## src/source/i2c_reg_pkg.sv

```systemverilog
package i2c_reg_pkg;

	// host side request, setup phase has penable low
	typedef struct packed {
		logic        psel;
		logic        penable;
		logic        pwrite;
		logic [7:0]  paddr;
		logic [31:0] pwdata;
	} apb_req_t;

	typedef struct packed {
		logic [31:0] prdata;
		logic        pready;
		logic        pslverr;
	} apb_rsp_t;

	// register map
	localparam logic [7:0] REG_ADR    = 8'h00; // 7-bit target address
	localparam logic [7:0] REG_NBY    = 8'h04; // byte count minus one
	localparam logic [7:0] REG_TDR    = 8'h08;
	localparam logic [7:0] REG_RDR    = 8'h0C; // read only
	localparam logic [7:0] REG_CMD    = 8'h10; // write queues, bit 0 = read
	localparam logic [7:0] REG_STATUS = 8'h14;

	// STATUS fields
	localparam int STATUS_BUSY    = 0;
	localparam int STATUS_NACK    = 1;
	localparam int STATUS_DONE    = 2; // sticky, write 1 clears
	localparam int STATUS_LVL_LSB = 4;
	localparam int STATUS_LVL_MSB = 7;

endpackage

```

## src/source/i2c_xfer_pkg.sv

```systemverilog
package i2c_xfer_pkg;

	// word view for the host, byte view for the bit engine
	// byte 0 sits in bits 7:0 and goes on the bus first
	typedef union packed {
		logic [31:0]     word;
		logic [3:0][7:0] bytes;
	} i2c_data_u;

	typedef struct packed {
		logic       rd;
		logic [6:0] addr;
		logic [1:0] nby;  // bytes minus one
		i2c_data_u  data;
	} i2c_cmd_t;

	// valid is a single cycle pulse per finished transfer
	typedef struct packed {
		logic      valid;
		logic      nack;
		i2c_data_u rdata;
	} i2c_res_t;

endpackage

```

## src/source/i2c_apb_regs.sv

```systemverilog
`timescale 1ns/1ps

module i2c_apb_regs import i2c_reg_pkg::*, i2c_xfer_pkg::*; (
	input  logic       clk_i,
	input  logic       rst_i,
	input  apb_req_t   apb_req_i,
	output apb_rsp_t   apb_rsp_o,
	output i2c_cmd_t   cmd_o,
	output logic       push_o,
	input  logic       fifo_full_i,
	input  logic [3:0] fifo_level_i,
	input  i2c_res_t   res_i,
	input  logic       busy_i,
	output logic       irq_o
);

	logic [6:0] adr_q;
	logic [1:0] nby_q;
	i2c_data_u  tdr_q;
	i2c_data_u  rdr_q;
	logic       nack_q;
	logic       done_q;

	logic        access;
	logic        wr_en;
	logic        mapped;
	logic        cmd_wr;
	logic [31:0] status_word;
	logic [31:0] rd_word;

	assign access = apb_req_i.psel & apb_req_i.penable;
	assign wr_en  = access & apb_req_i.pwrite;
	assign cmd_wr = wr_en & (apb_req_i.paddr == REG_CMD);

	always_comb begin
		case (apb_req_i.paddr)
			REG_ADR, REG_NBY, REG_TDR, REG_RDR, REG_CMD, REG_STATUS: mapped = 1'b1;
			default: mapped = 1'b0;
		endcase
	end

	// a full FIFO drops the command and flags the access
	assign push_o = cmd_wr & ~fifo_full_i;

	assign cmd_o.rd   = apb_req_i.pwdata[0];
	assign cmd_o.addr = adr_q;
	assign cmd_o.nby  = nby_q;
	assign cmd_o.data = tdr_q;

	always_comb begin
		status_word = '0;
		status_word[STATUS_BUSY] = busy_i;
		status_word[STATUS_NACK] = nack_q;
		status_word[STATUS_DONE] = done_q;
		status_word[STATUS_LVL_MSB:STATUS_LVL_LSB] = fifo_level_i;
	end

	always_comb begin
		rd_word = '0;
		case (apb_req_i.paddr)
			REG_ADR:    rd_word[6:0] = adr_q;
			REG_NBY:    rd_word[1:0] = nby_q;
			REG_TDR:    rd_word = tdr_q.word;
			REG_RDR:    rd_word = rdr_q.word;
			REG_STATUS: rd_word = status_word;
			default:    rd_word = '0; // CMD reads back as zero
		endcase
	end

	// no wait states
	assign apb_rsp_o.prdata  = (access & ~apb_req_i.pwrite) ? rd_word : '0;
	assign apb_rsp_o.pready  = access;
	assign apb_rsp_o.pslverr = access & (~mapped | (cmd_wr & fifo_full_i));

	always_ff @(posedge clk_i) begin
		if (rst_i) begin
			adr_q     <= '0;
			nby_q     <= '0;
			tdr_q     <= '0;
			rdr_q     <= '0;
			nack_q    <= 1'b0;
			done_q    <= 1'b0;
		end else begin
			if (wr_en) begin
				case (apb_req_i.paddr)
					REG_ADR: adr_q <= apb_req_i.pwdata[6:0];
					REG_NBY: nby_q <= apb_req_i.pwdata[1:0];
					REG_TDR: tdr_q.word <= apb_req_i.pwdata;
					REG_STATUS: begin
						if (apb_req_i.pwdata[STATUS_DONE])
							done_q <= 1'b0;
					end
					default: ;
				endcase
			end
			// a finishing transfer wins over a clear in the same cycle
			if (res_i.valid) begin
				rdr_q  <= res_i.rdata; // zero for writes and NACKs
				nack_q <= res_i.nack;
				done_q <= 1'b1;
			end
		end
	end

	assign irq_o = done_q;

endmodule

```

## src/source/i2c_cmd_fifo.sv

```systemverilog
`timescale 1ns/1ps

module i2c_cmd_fifo import i2c_xfer_pkg::*; #(
	parameter int FIFO_DEPTH = 4
) (
	input  logic       clk_i,
	input  logic       rst_i,
	input  logic       push_i,
	input  i2c_cmd_t   cmd_i,
	input  logic       pop_i,
	output i2c_cmd_t   cmd_o,
	output logic       empty_o,
	output logic       full_o,
	output logic [3:0] level_o
);

	localparam int PW = $clog2(FIFO_DEPTH);

	i2c_cmd_t      mem [FIFO_DEPTH];
	logic [PW-1:0] wr_ptr;
	logic [PW-1:0] rd_ptr;
	logic [3:0]    count;
	logic          do_push;
	logic          do_pop;

	assign do_push = push_i & ~full_o;
	assign do_pop  = pop_i & ~empty_o;

	always_ff @(posedge clk_i) begin
		if (do_push)
			mem[wr_ptr] <= cmd_i;
	end

	always_ff @(posedge clk_i) begin
		if (rst_i) begin
			wr_ptr <= '0;
			rd_ptr <= '0;
			count  <= '0;
		end else begin
			if (do_push)
				wr_ptr <= wr_ptr + 1'b1; // wraps, depth is a power of two
			if (do_pop)
				rd_ptr <= rd_ptr + 1'b1;
			case ({do_push, do_pop})
				2'b10:   count <= count + 4'd1;
				2'b01:   count <= count - 4'd1;
				default: count <= count;
			endcase
		end
	end

	assign cmd_o   = mem[rd_ptr]; // head always visible
	assign empty_o = (count == 4'd0);
	assign full_o  = (count == 4'(FIFO_DEPTH));
	assign level_o = count;

endmodule

```

## src/source/i2c_bit_engine.sv

```systemverilog
`timescale 1ns/1ps

module i2c_bit_engine import i2c_xfer_pkg::*; #(
	parameter int CLK_DIV = 4
) (
	input  logic     clk_i,
	input  logic     rst_i,
	input  i2c_cmd_t cmd_i,
	input  logic     empty_i,
	output logic     pop_o,
	output i2c_res_t res_o,
	output logic     busy_o,
	output logic     scl_o,
	output logic     sda_oe_o,
	input  logic     sda_i
);

	localparam int DW = $clog2(CLK_DIV);

	typedef enum logic [2:0] {
		S_IDLE, S_START, S_ADDR, S_ACK, S_WDATA, S_RDATA, S_DACK, S_STOP
	} state_t;

	state_t        state;
	logic [DW-1:0] div_cnt;
	logic [1:0]    phase;    // quarter of the current bit
	logic [2:0]    bit_cnt;  // MSB first
	logic [1:0]    byte_idx;
	logic          res_valid;

	i2c_cmd_t  cmd_q;
	i2c_data_u rx_q;
	logic      nack_q;
	logic      res_nack;
	i2c_data_u res_data;

	logic       tick;
	logic       sample;
	logic       bit_end;
	logic [7:0] addr_byte;

	assign tick      = (div_cnt == DW'(CLK_DIV - 1));
	assign sample    = tick & (phase == 2'd1); // middle of SCL high
	assign bit_end   = tick & (phase == 2'd3);
	assign addr_byte = {cmd_q.addr, cmd_q.rd};

	assign pop_o  = (state == S_IDLE) & ~empty_i;
	assign busy_o = (state != S_IDLE);

	always_ff @(posedge clk_i) begin
		if (rst_i) begin
			state     <= S_IDLE;
			div_cnt   <= '0;
			phase     <= '0;
			bit_cnt   <= '0;
			byte_idx  <= '0;
			res_valid <= 1'b0;
		end else begin
			res_valid <= 1'b0;
			if (state == S_IDLE) begin
				div_cnt <= '0;
				phase   <= '0;
				if (!empty_i)
					state <= S_START;
			end else if (tick) begin
				div_cnt <= '0;
				phase   <= phase + 2'd1;
				if (bit_end) begin
					case (state)
						S_START: begin
							bit_cnt <= 3'd7;
							state   <= S_ADDR;
						end
						S_ADDR: begin
							if (bit_cnt == 3'd0)
								state <= S_ACK;
							else
								bit_cnt <= bit_cnt - 3'd1;
						end
						S_ACK: begin
							bit_cnt  <= 3'd7;
							byte_idx <= 2'd0;
							if (nack_q)
								state <= S_STOP;
							else
								state <= cmd_q.rd ? S_RDATA : S_WDATA;
						end
						S_WDATA, S_RDATA: begin
							if (bit_cnt == 3'd0)
								state <= S_DACK;
							else
								bit_cnt <= bit_cnt - 3'd1;
						end
						S_DACK: begin
							if (nack_q || byte_idx == cmd_q.nby) begin
								state <= S_STOP;
							end else begin
								byte_idx <= byte_idx + 2'd1;
								bit_cnt  <= 3'd7;
								state    <= cmd_q.rd ? S_RDATA : S_WDATA;
							end
						end
						S_STOP: begin
							state     <= S_IDLE;
							res_valid <= 1'b1;
						end
						default: state <= S_IDLE;
					endcase
				end
			end else begin
				div_cnt <= div_cnt + 1'b1;
			end
		end
	end

	// datapath, loaded on accept
	always_ff @(posedge clk_i) begin
		if (pop_o) begin
			cmd_q       <= cmd_i;
			rx_q.word   <= '0; // unread lanes stay zero
			nack_q      <= 1'b0;
		end else if (sample) begin
			if (state == S_ACK || (state == S_DACK && !cmd_q.rd))
				nack_q <= sda_i; // released line means NACK
			if (state == S_RDATA)
				rx_q.bytes[byte_idx][bit_cnt] <= sda_i;
		end
		if (bit_end && state == S_STOP) begin
			res_nack      <= nack_q;
			res_data.word <= nack_q ? 32'd0 : rx_q.word;
		end
	end

	assign res_o.valid = res_valid;
	assign res_o.nack  = res_nack;
	assign res_o.rdata = res_data;

	// line levels per quarter, data moves only while SCL is low
	always_comb begin
		case (state)
			S_IDLE: begin
				scl_o    = 1'b1;
				sda_oe_o = 1'b0;
			end
			S_START: begin
				scl_o    = (phase != 2'd3);
				sda_oe_o = (phase != 2'd0); // falls while SCL high
			end
			S_STOP: begin
				scl_o    = (phase != 2'd0);
				sda_oe_o = (phase < 2'd2);  // rises while SCL high
			end
			S_ADDR: begin
				scl_o    = (phase == 2'd1) || (phase == 2'd2);
				sda_oe_o = ~addr_byte[bit_cnt];
			end
			S_WDATA: begin
				scl_o    = (phase == 2'd1) || (phase == 2'd2);
				sda_oe_o = ~cmd_q.data.bytes[byte_idx][bit_cnt];
			end
			S_DACK: begin
				scl_o    = (phase == 2'd1) || (phase == 2'd2);
				sda_oe_o = cmd_q.rd & (byte_idx != cmd_q.nby); // NACK the last read byte
			end
			default: begin
				scl_o    = (phase == 2'd1) || (phase == 2'd2);
				sda_oe_o = 1'b0;
			end
		endcase
	end

endmodule

```

## src/source/i2c_master_top.sv

```systemverilog
`timescale 1ns/1ps

module i2c_master_top import i2c_reg_pkg::*, i2c_xfer_pkg::*; #(
	parameter int CLK_DIV    = 4,
	parameter int FIFO_DEPTH = 4
) (
	input  logic     clk_i,
	input  logic     rst_i,
	input  apb_req_t apb_req_i,
	output apb_rsp_t apb_rsp_o,
	output logic     scl_o,
	output logic     sda_oe_o,
	input  logic     sda_i,
	output logic     irq_o
);

	i2c_cmd_t   new_cmd;
	i2c_cmd_t   head_cmd;
	i2c_res_t   result;
	logic       push;
	logic       pop;
	logic       fifo_full;
	logic       fifo_empty;
	logic [3:0] fifo_level;
	logic       busy;

	i2c_apb_regs i_regs (
		.clk_i        (clk_i),
		.rst_i        (rst_i),
		.apb_req_i    (apb_req_i),
		.apb_rsp_o    (apb_rsp_o),
		.cmd_o        (new_cmd),
		.push_o       (push),
		.fifo_full_i  (fifo_full),
		.fifo_level_i (fifo_level),
		.res_i        (result),
		.busy_i       (busy),
		.irq_o        (irq_o)
	);

	i2c_cmd_fifo #(
		.FIFO_DEPTH (FIFO_DEPTH)
	) i_fifo (
		.clk_i   (clk_i),
		.rst_i   (rst_i),
		.push_i  (push),
		.cmd_i   (new_cmd),
		.pop_i   (pop),
		.cmd_o   (head_cmd),
		.empty_o (fifo_empty),
		.full_o  (fifo_full),
		.level_o (fifo_level)
	);

	i2c_bit_engine #(
		.CLK_DIV (CLK_DIV)
	) i_engine (
		.clk_i    (clk_i),
		.rst_i    (rst_i),
		.cmd_i    (head_cmd),
		.empty_i  (fifo_empty),
		.pop_o    (pop),
		.res_o    (result),
		.busy_o   (busy),
		.scl_o    (scl_o),
		.sda_oe_o (sda_oe_o),
		.sda_i    (sda_i)
	);

endmodule

```

## config.mk

```make
export PLATFORM = sky130hd
export DESIGN_NAME = i2c_master_top
export DESIGN_NICKNAME = d
export VERILOG_FILES = /design/src/source/i2c_reg_pkg.sv /design/src/source/i2c_xfer_pkg.sv /design/src/source/i2c_apb_regs.sv /design/src/source/i2c_cmd_fifo.sv /design/src/source/i2c_bit_engine.sv /design/src/source/i2c_master_top.sv
export SDC_FILE = /design/constraint.sdc
export NUM_CORES = 1
export LEC_CHECK = 0
export BUFFER_PORTS_ARGS = -buffer_cell sky130_fd_sc_hd__buf_2
export CAP_MARGIN = 15
export CORE_MARGIN = 2
export CORE_UTILIZATION = 30
export CTS_CLUSTER_SIZE = 10
export DETAILED_ROUTE_END_ITERATION = 7
export HOLD_SLACK_MARGIN = 0.02
export PLACE_DENSITY = 0.55
export SLEW_MARGIN = 0
export SYNTH_ARGS = -nofsm -noshare
export SYNTH_HDL_FRONTEND = slang
export SYNTH_HIERARCHICAL = 1
export SYNTH_SLANG_ARGS = --single-unit
```

## constraint.sdc

```tcl
create_clock -name clk_i -period 3.78 [get_ports clk_i]
set_input_delay 0.756 -clock clk_i [delete_from_list [all_inputs] [get_ports clk_i]]
set_output_delay 0.756 -clock clk_i [all_outputs]
set_load 0.03 [all_outputs]
```

# ---- Word-level counts from Yosys, hierarchy flattened
# Memories as Yosys holds them, arrays and structs flattened. A register that Yosys moved wholly into a read port is not among the register bits.
# Index checks and enable logic that the tools add are counted.
dict set report word_totals {
  ff_bits 162
  latch_bits 0
  ram_bits 168
  romBits 0
  in_bits 46
  out_inout_bits 37
  n_memories 1
}
dict set report classes {
  addsub 8
  multipliers 0
  n_div 0
  n_lt_le_gt_ge 5
  n_eq_ne 27
  shifts 0
  n_mux 41
  n_bitwise 23
  reduce_logical 38
}
# name words word_bits read_ports rd_clocked_by_memory_dff wr line
set memory_table {}
lappend memory_table {i_fifo.mem 4 42 1 1 1 i2c_cmd_fifo.sv:19} ;# i2c_cmd_t mem [FIFO_DEPTH];
# op n
set ops {}
lappend ops {{$pmux 25 s3} 1}
lappend ops {{$bwmux 32} 1}
lappend ops {{$mux 32} 1}
lappend ops {{$mux 3} 10}
lappend ops {{$pmux 5 s4} 1}
lappend ops {{$bmux 8 s2} 1}
lappend ops {{$demux 8 s2} 1}
lappend ops {{$eq 8x4->1 const B} 2}
lappend ops {{$eq 8x5->1 const B} 2}
lappend ops {{$mux 8} 2}
lappend ops {{$reduce_bool 2->1} 8}
lappend ops {{$pmux 3 s5} 1}
lappend ops {{$and 1x1->1} 13}
lappend ops {{$eq 3x3->1 const B} 4}
lappend ops {{$mux 1} 12}
lappend ops {{$add 2x1->2 const B} 5}
lappend ops {{$pmux 2 s5} 1}
lappend ops {{$reduce_and 2->1} 5}
lappend ops {{$reduce_and 5->1} 2}
lappend ops {{$not 1->1} 9}
lappend ops {{$pmux 3 s3} 1}
lappend ops {{$eq 2x2->1 const B} 4}
lappend ops {{$eq 8x3->1 const B} 1}
lappend ops {{$logic_not 8->1} 1}
lappend ops {{36 further kinds} 53}

# ---- Longest topological paths before layout
dict set report depth {
  ltp_word 7
  ltp_mapped 14
}

# ---- Hierarchy
# Netlist, hierarchy kept.
# mod instances cells_each area_each_um2
set by_module_without_submodules {}
lappend by_module_without_submodules {i2c_cmd_fifo 1 283 6647.6}
lappend by_module_without_submodules {i2c_bit_engine 1 432 5182.5}
lappend by_module_without_submodules {i2c_apb_regs 1 405 3384.5}

# ---- Worst setup path after synthesis
# Ideal clock, no wire load.
dict set report synth_timing {
  kind {input port to flip-flop}
  startpoint {input port apb_req_i[33] (netlist bit)}
  endpoint {memory i_fifo/mem[1][0] (netlist bit) (enable)}
  setup_time_ps 403
  arrival_ps 3347
  setup_slack_ps 30
  path_stages 7
  path_buffers 1
  path_cell_list {or4_1 -> buf_2 -> nor3_1 -> nand2_1 -> nor4_1 -> a21boi_2 -> and2_1}
}
dict set report synth_via {
  elab_chain_cells 6
}
# item line
set synth_rtl {}
lappend synth_rtl {{from (decl)} i2c_master_top.sv:9} ;# input apb_req_t apb_req_i,
lappend synth_rtl {{$eq 8x5->1} i2c_apb_regs.sv:33} ;# assign cmd_wr = wr_en & (apb_req_i.paddr == REG_CMD);
lappend synth_rtl {{$and 1x1->1} i2c_apb_regs.sv:33}
lappend synth_rtl {{$and 1x1->1} i2c_apb_regs.sv:43} ;# assign push_o = cmd_wr & ~fifo_full_i;
lappend synth_rtl {{net push} i2c_master_top.sv:20} ;# logic push;
lappend synth_rtl {{$and 1x1->1} i2c_cmd_fifo.sv:26} ;# assign do_push = push_i & ~full_o;
lappend synth_rtl {{$mux 1} i2c_cmd_fifo.sv:30} ;# if (do_push)
lappend synth_rtl {{$mux 1 (implied by the code)} i2c_cmd_fifo.sv:31} ;# mem[wr_ptr] <= cmd_i;
lappend synth_rtl {{to (decl)} i2c_cmd_fifo.sv:19}
# The timed path passes the listed nets, and every way through them passes these cells.

# ---- Worst setup path after layout
dict set report layout_timing {
  startpoint {register i_engine.byte_idx[0]}
  endpoint {output port sda_oe_o}
}
dict set report layout_via {
  elab_chain_cells 6
  elab_cells_between_ends 8
}
# item line
set layout_rtl {}
lappend layout_rtl {{from (decl)} i2c_bit_engine.sv:28} ;# logic [1:0] byte_idx;
lappend layout_rtl {{from (signal assigned)} i2c_bit_engine.sv:98} ;# byte_idx <= byte_idx + 2'd1;
lappend layout_rtl {{$bmux 8 s2} i2c_bit_engine.sv:159} ;# sda_oe_o = ~cmd_q.data.bytes[byte_idx][bit_cnt];
lappend layout_rtl {{$mux 8 (implied by the code)} i2c_bit_engine.sv:159}
lappend layout_rtl {{$bmux 1 s3} i2c_bit_engine.sv:159}
lappend layout_rtl {{$mux 1 (implied by the code)} i2c_bit_engine.sv:159}
lappend layout_rtl {{$not 1->1} i2c_bit_engine.sv:159}
lappend layout_rtl {{$pmux 1 s5 *} i2c_bit_engine.sv:140} ;# case (state)
lappend layout_rtl {{to (decl)} i2c_master_top.sv:12} ;# output logic sda_oe_o,
# Mark *: on every way between the ends. The rest lies on a longest branch, timed or not. The select of a mux whose other input is x is not followed.

==> flow_metrics.py <==
metrics = {
    "die": {
        "boundaryPins": 83,
        "die_y_um": 229,
        "core_region_area_mm2": 0.0501,
        "num_rows": 82,
        "start_util_pct": 30.4,
        "dieArea_mm2": 0.0525,
        "die_x_um": 229,
    },
    "clocking": {
        "clockRootBuffer": "clkbuf_16",
        "cts.path.max_buffers": 3,
        "clkSlewWorstSetupHoldPaths_ns": 0.06,
        "htreeDepth": 2,
        "clkLatencyLatePin_ns": 0.55,
        "cts.sinks": 374,
        "ctsHoldBuffers": 0,
        "cts_resized": 1,
        "cts_setup_buffers": 0,
        "cts_tree": "built",
        "cts_buffers": 43,
    },
    "timing": {
        "grt_setup_unrepaired": "false",
        "fin_crit_sh_pct": 94.5,
        "final-hold-violation-count": 0,
        "finalSetupViolCount": 0,
        "fmax_mhz": 280,
        "slew_headroom_pct": 24.0,
        "min_period_ns": 3.57,
        "tightest_slew_ns": 1.14,
        "fin_tns_setup_ns": 0,
        "slew_viol_final": 0,
        "finClkSkew_ns": 0.0203,
    },
    "synth": {
        "async_reset_ff_share_pct": 0,
        "synth_top_area_cell": "edfxtp_1",
        "synth_nets": 1183,
        "synth_area_leaders": "edfxtp_1 (48%), dfxtp_1 (17%), mux4_2 (6.8%)",
        "syn_area_mm2": 0.0152,
        "yosys.area_share.adder_pct": 1.40,
        "synth_top_area_share_pct": 48.0,
        "synth_top_family_by_area": "multiplexers",
        "syn_area_per_cell_um2": 13.6,
        "synthFlopType": "edfxtp_1",
        "synth_edf_count": 243,
        "synth_xor_xnor_area_share_pct": 0.518,
        "postSynthCellCount": 1120,
        "synth_seq_cells": 374,
        "yosys_warnings": 6,
        "yosysSeqAreaShare_pct": 65.2,
        "yosysUniqueCellTypes": 71,
        "synth.area.mux_share_pct": 11.3,
        "synth_compound_area_share_pct": 8.08,
        "yosys.area_share.simple_pct": 10.3,
    },
    "power_and_ir_drop": {
        "power_mw": 8.19,
        "max-vdd-ir-drop_mv": 0.332,
        "p_per_area_mw_per_mm2": 463,
        "p_leak_nw": 5.83,
    },
    "routing": {
        "drt_iter0_markers": 1012,
        "routed_wl_um": 38900,
        "wl_per_cell_um": 20.4,
        "vias": 9508,
        "route.detailed.drc": 0,
        "vias_per_cell": 5.00,
        "firstDrtPassIters": 8,
        "final_antenna_net_count": 0,
    },
    "cells_and_area": {
        "seqCellArea_mm2": 0.00993,
        "fin_cells": 1901,
        "insertedDiodeCount": 0,
        "area_growth_pct": 16.2,
        "multi_input_area_mm2": 0.00483,
        "finalNetCount": 1258,
        "fillers": 4952,
        "drive_above_1_share_pct": 19.4,
    },
    "worst_hold_path": {
        "min_path_type": "reg -> reg",
    },
    "flow_run": {
        "cap_violations": 0,
    },
    "worst_setup_path": {
        "endpoint_kind": "primary output",
        "cp-start-kind": "flop",
        "worstPathMaxFanout": 4,
        "crit_type": "reg -> out",
        "crit_buf_inv": 1,
        "crit_arrival_ns": 2.81,
        "cp.required_ns": 3.02,
        "crit_family": "compound AO/OA/AOI/OAI gates",
        "worstPathCellList": "mux4_1 -> a22oi_2 -> o211ai_2 -> o41ai_2 -> buf_2",
        "max_stage_delay_ns": 0.68,
        "cp_slowest_cell": "mux4_1",
    },
    "placed_design": {
        "gp_congestion": 0.842,
        "numPortBuffers": 82,
        "hpwlAfterDp_um": 24700,
        "dpl.cell_count": 1822,
    },
    "grt": {
        "grt_pass1_vias": 9339,
        "antenna_found_initial": 0,
        "grt_pass1_wl_um": 59100,
        "grt_max_degree": 62,
        "grtUsageTotal_pct": 14.7,
        "grt-ovfl-total": 0,
    },
    "run_status": {
        "run_status": "finished, final reports clean",
    },
}
routing by layer:
| layer | track usage (%) | vias to the layer above | part of all wire, % | wire length (µm) |
|---|---|---|---|---|
| met4 | 3.06 | 0 | 1.4 | 549 |
| met2 | 22.2 | 397 | 44 | 17200 |
| met1 | 21.7 | 4713 | 47 | 18200 |
| met5 | 0 | - | 0 | 0 |
| li1 | - | 4354 | - | - |
| met3 | 3.15 | 44 | 7.5 | 2900 |
registers in the layout, summed over array words and instances (netlist names), 2 cells and up, named ones only:
| name | cells |
|---|---|
| i_engine/addr_byte | 8 |
| i_regs/tdr_q | 32 |
| i_regs/nby_q | 2 |
| i_engine/div_cnt | 2 |
| i_engine/state | 3 |
| i_fifo/rd_ptr | 2 |
| i_fifo/wr_ptr | 2 |
| i_fifo/level_o | 4 |
| i_regs/adr_q | 7 |
| i_engine/rx_q | 32 |
| i_engine/cmd_q | 34 |
| i_regs/rdr_q | 32 |
| i_fifo/mem | 168 |
| i_engine/res_data | 32 |
| i_engine/phase | 2 |
| i_engine/byte_idx | 2 |
| i_engine/bit_cnt | 3 |
placed cells by master (no fill, tap or decap), types with 7 or more instances in the layout:
cell type    n
ha_1        17
a22oi_1     29
mux4_2      46
a21oi_1     81
nand2_1     78
clkbuf_1    32
dfxtp_1    126
nand4_1      8
buf_2       81
nor3_1      13
nor2b_1     39
nor2_1      87
nand3_1     41
inv_1       17
mux2_2       7
buf_4       24
buf_12       9
clkbuf_16   44
mux2i_1     54
edfxtp_1   243
o21ai_0     39
and3_1       7
final cells by class:
class / instances / share of cell area (%)
Clock buffer: 76 / 6.90
Clock inverter: 3 / 0.170
Inverter: 18 / 0.382
Multi-Input combinational cell: 644 / 27.3
Sequential cell: 374 / 56.1
Tap cell: 672 / 4.75
Timing Repair Buffer: 114 / 4.33
synth_stat cells, drive strengths merged (17+ instances only):
cell / instances
edfxtp: 243
dfxtp: 131
nor2: 89
a21oi: 81
nand2: 78
mux2i: 54
mux4: 48
buf: 43
clkbuf: 41
nand3: 41
o21ai: 40
nor2b: 39
a22oi: 30
inv: 18
ha: 17
logic make-up after synthesis:
group                    count (synthesis)
flip-flops                             374
AND/OR/NAND/NOR                        316
XOR/XNOR                                 9
adder cells (fa/ha/maj)                 17
AO/OA/AOI/OAI                          192
buffers and inverters                  102
multiplexers                           110
metrics by stage:
step	area (µm²)	utilization (%)	hold slack (ns)	setup slack [ns]
after detailed placement	16400	32.8	0.422	0.246
after floorplan	15200	-	0.404	0.0298
after global placement	16400	32.8	0.413	0.246
after global routing	17700	35.3	0.440	0.0434
final	17700	35.3	0.423	0.209
after CTS	17700	35.3	0.430	0.0868
power breakdown:
group          total (mW)  leakage, nW  switching (mW)  internal [mW]
logic               0.114         1.83          0.0724         0.0419
registers            4.33         3.41         0.00851           4.32
clock network        3.75        0.595            1.57           2.18
total                8.19         5.83            1.65           6.54
worst paths after layout:
kind,start,end,slack (ns),depth (start not counted)
worst max register to register,i_engine/state[1],i_fifo/level_o[2],0.81,11
worst max-delay path,i_engine/byte_idx[0],sda_oe_o,0.21,5
worst min register to register,i_engine/div_cnt[0],i_engine/div_cnt[0],0.42,1
worst min-delay path,i_engine/div_cnt[0],i_engine/div_cnt[0],0.42,1
Note: power is estimated with default switching activity, not from simulation.
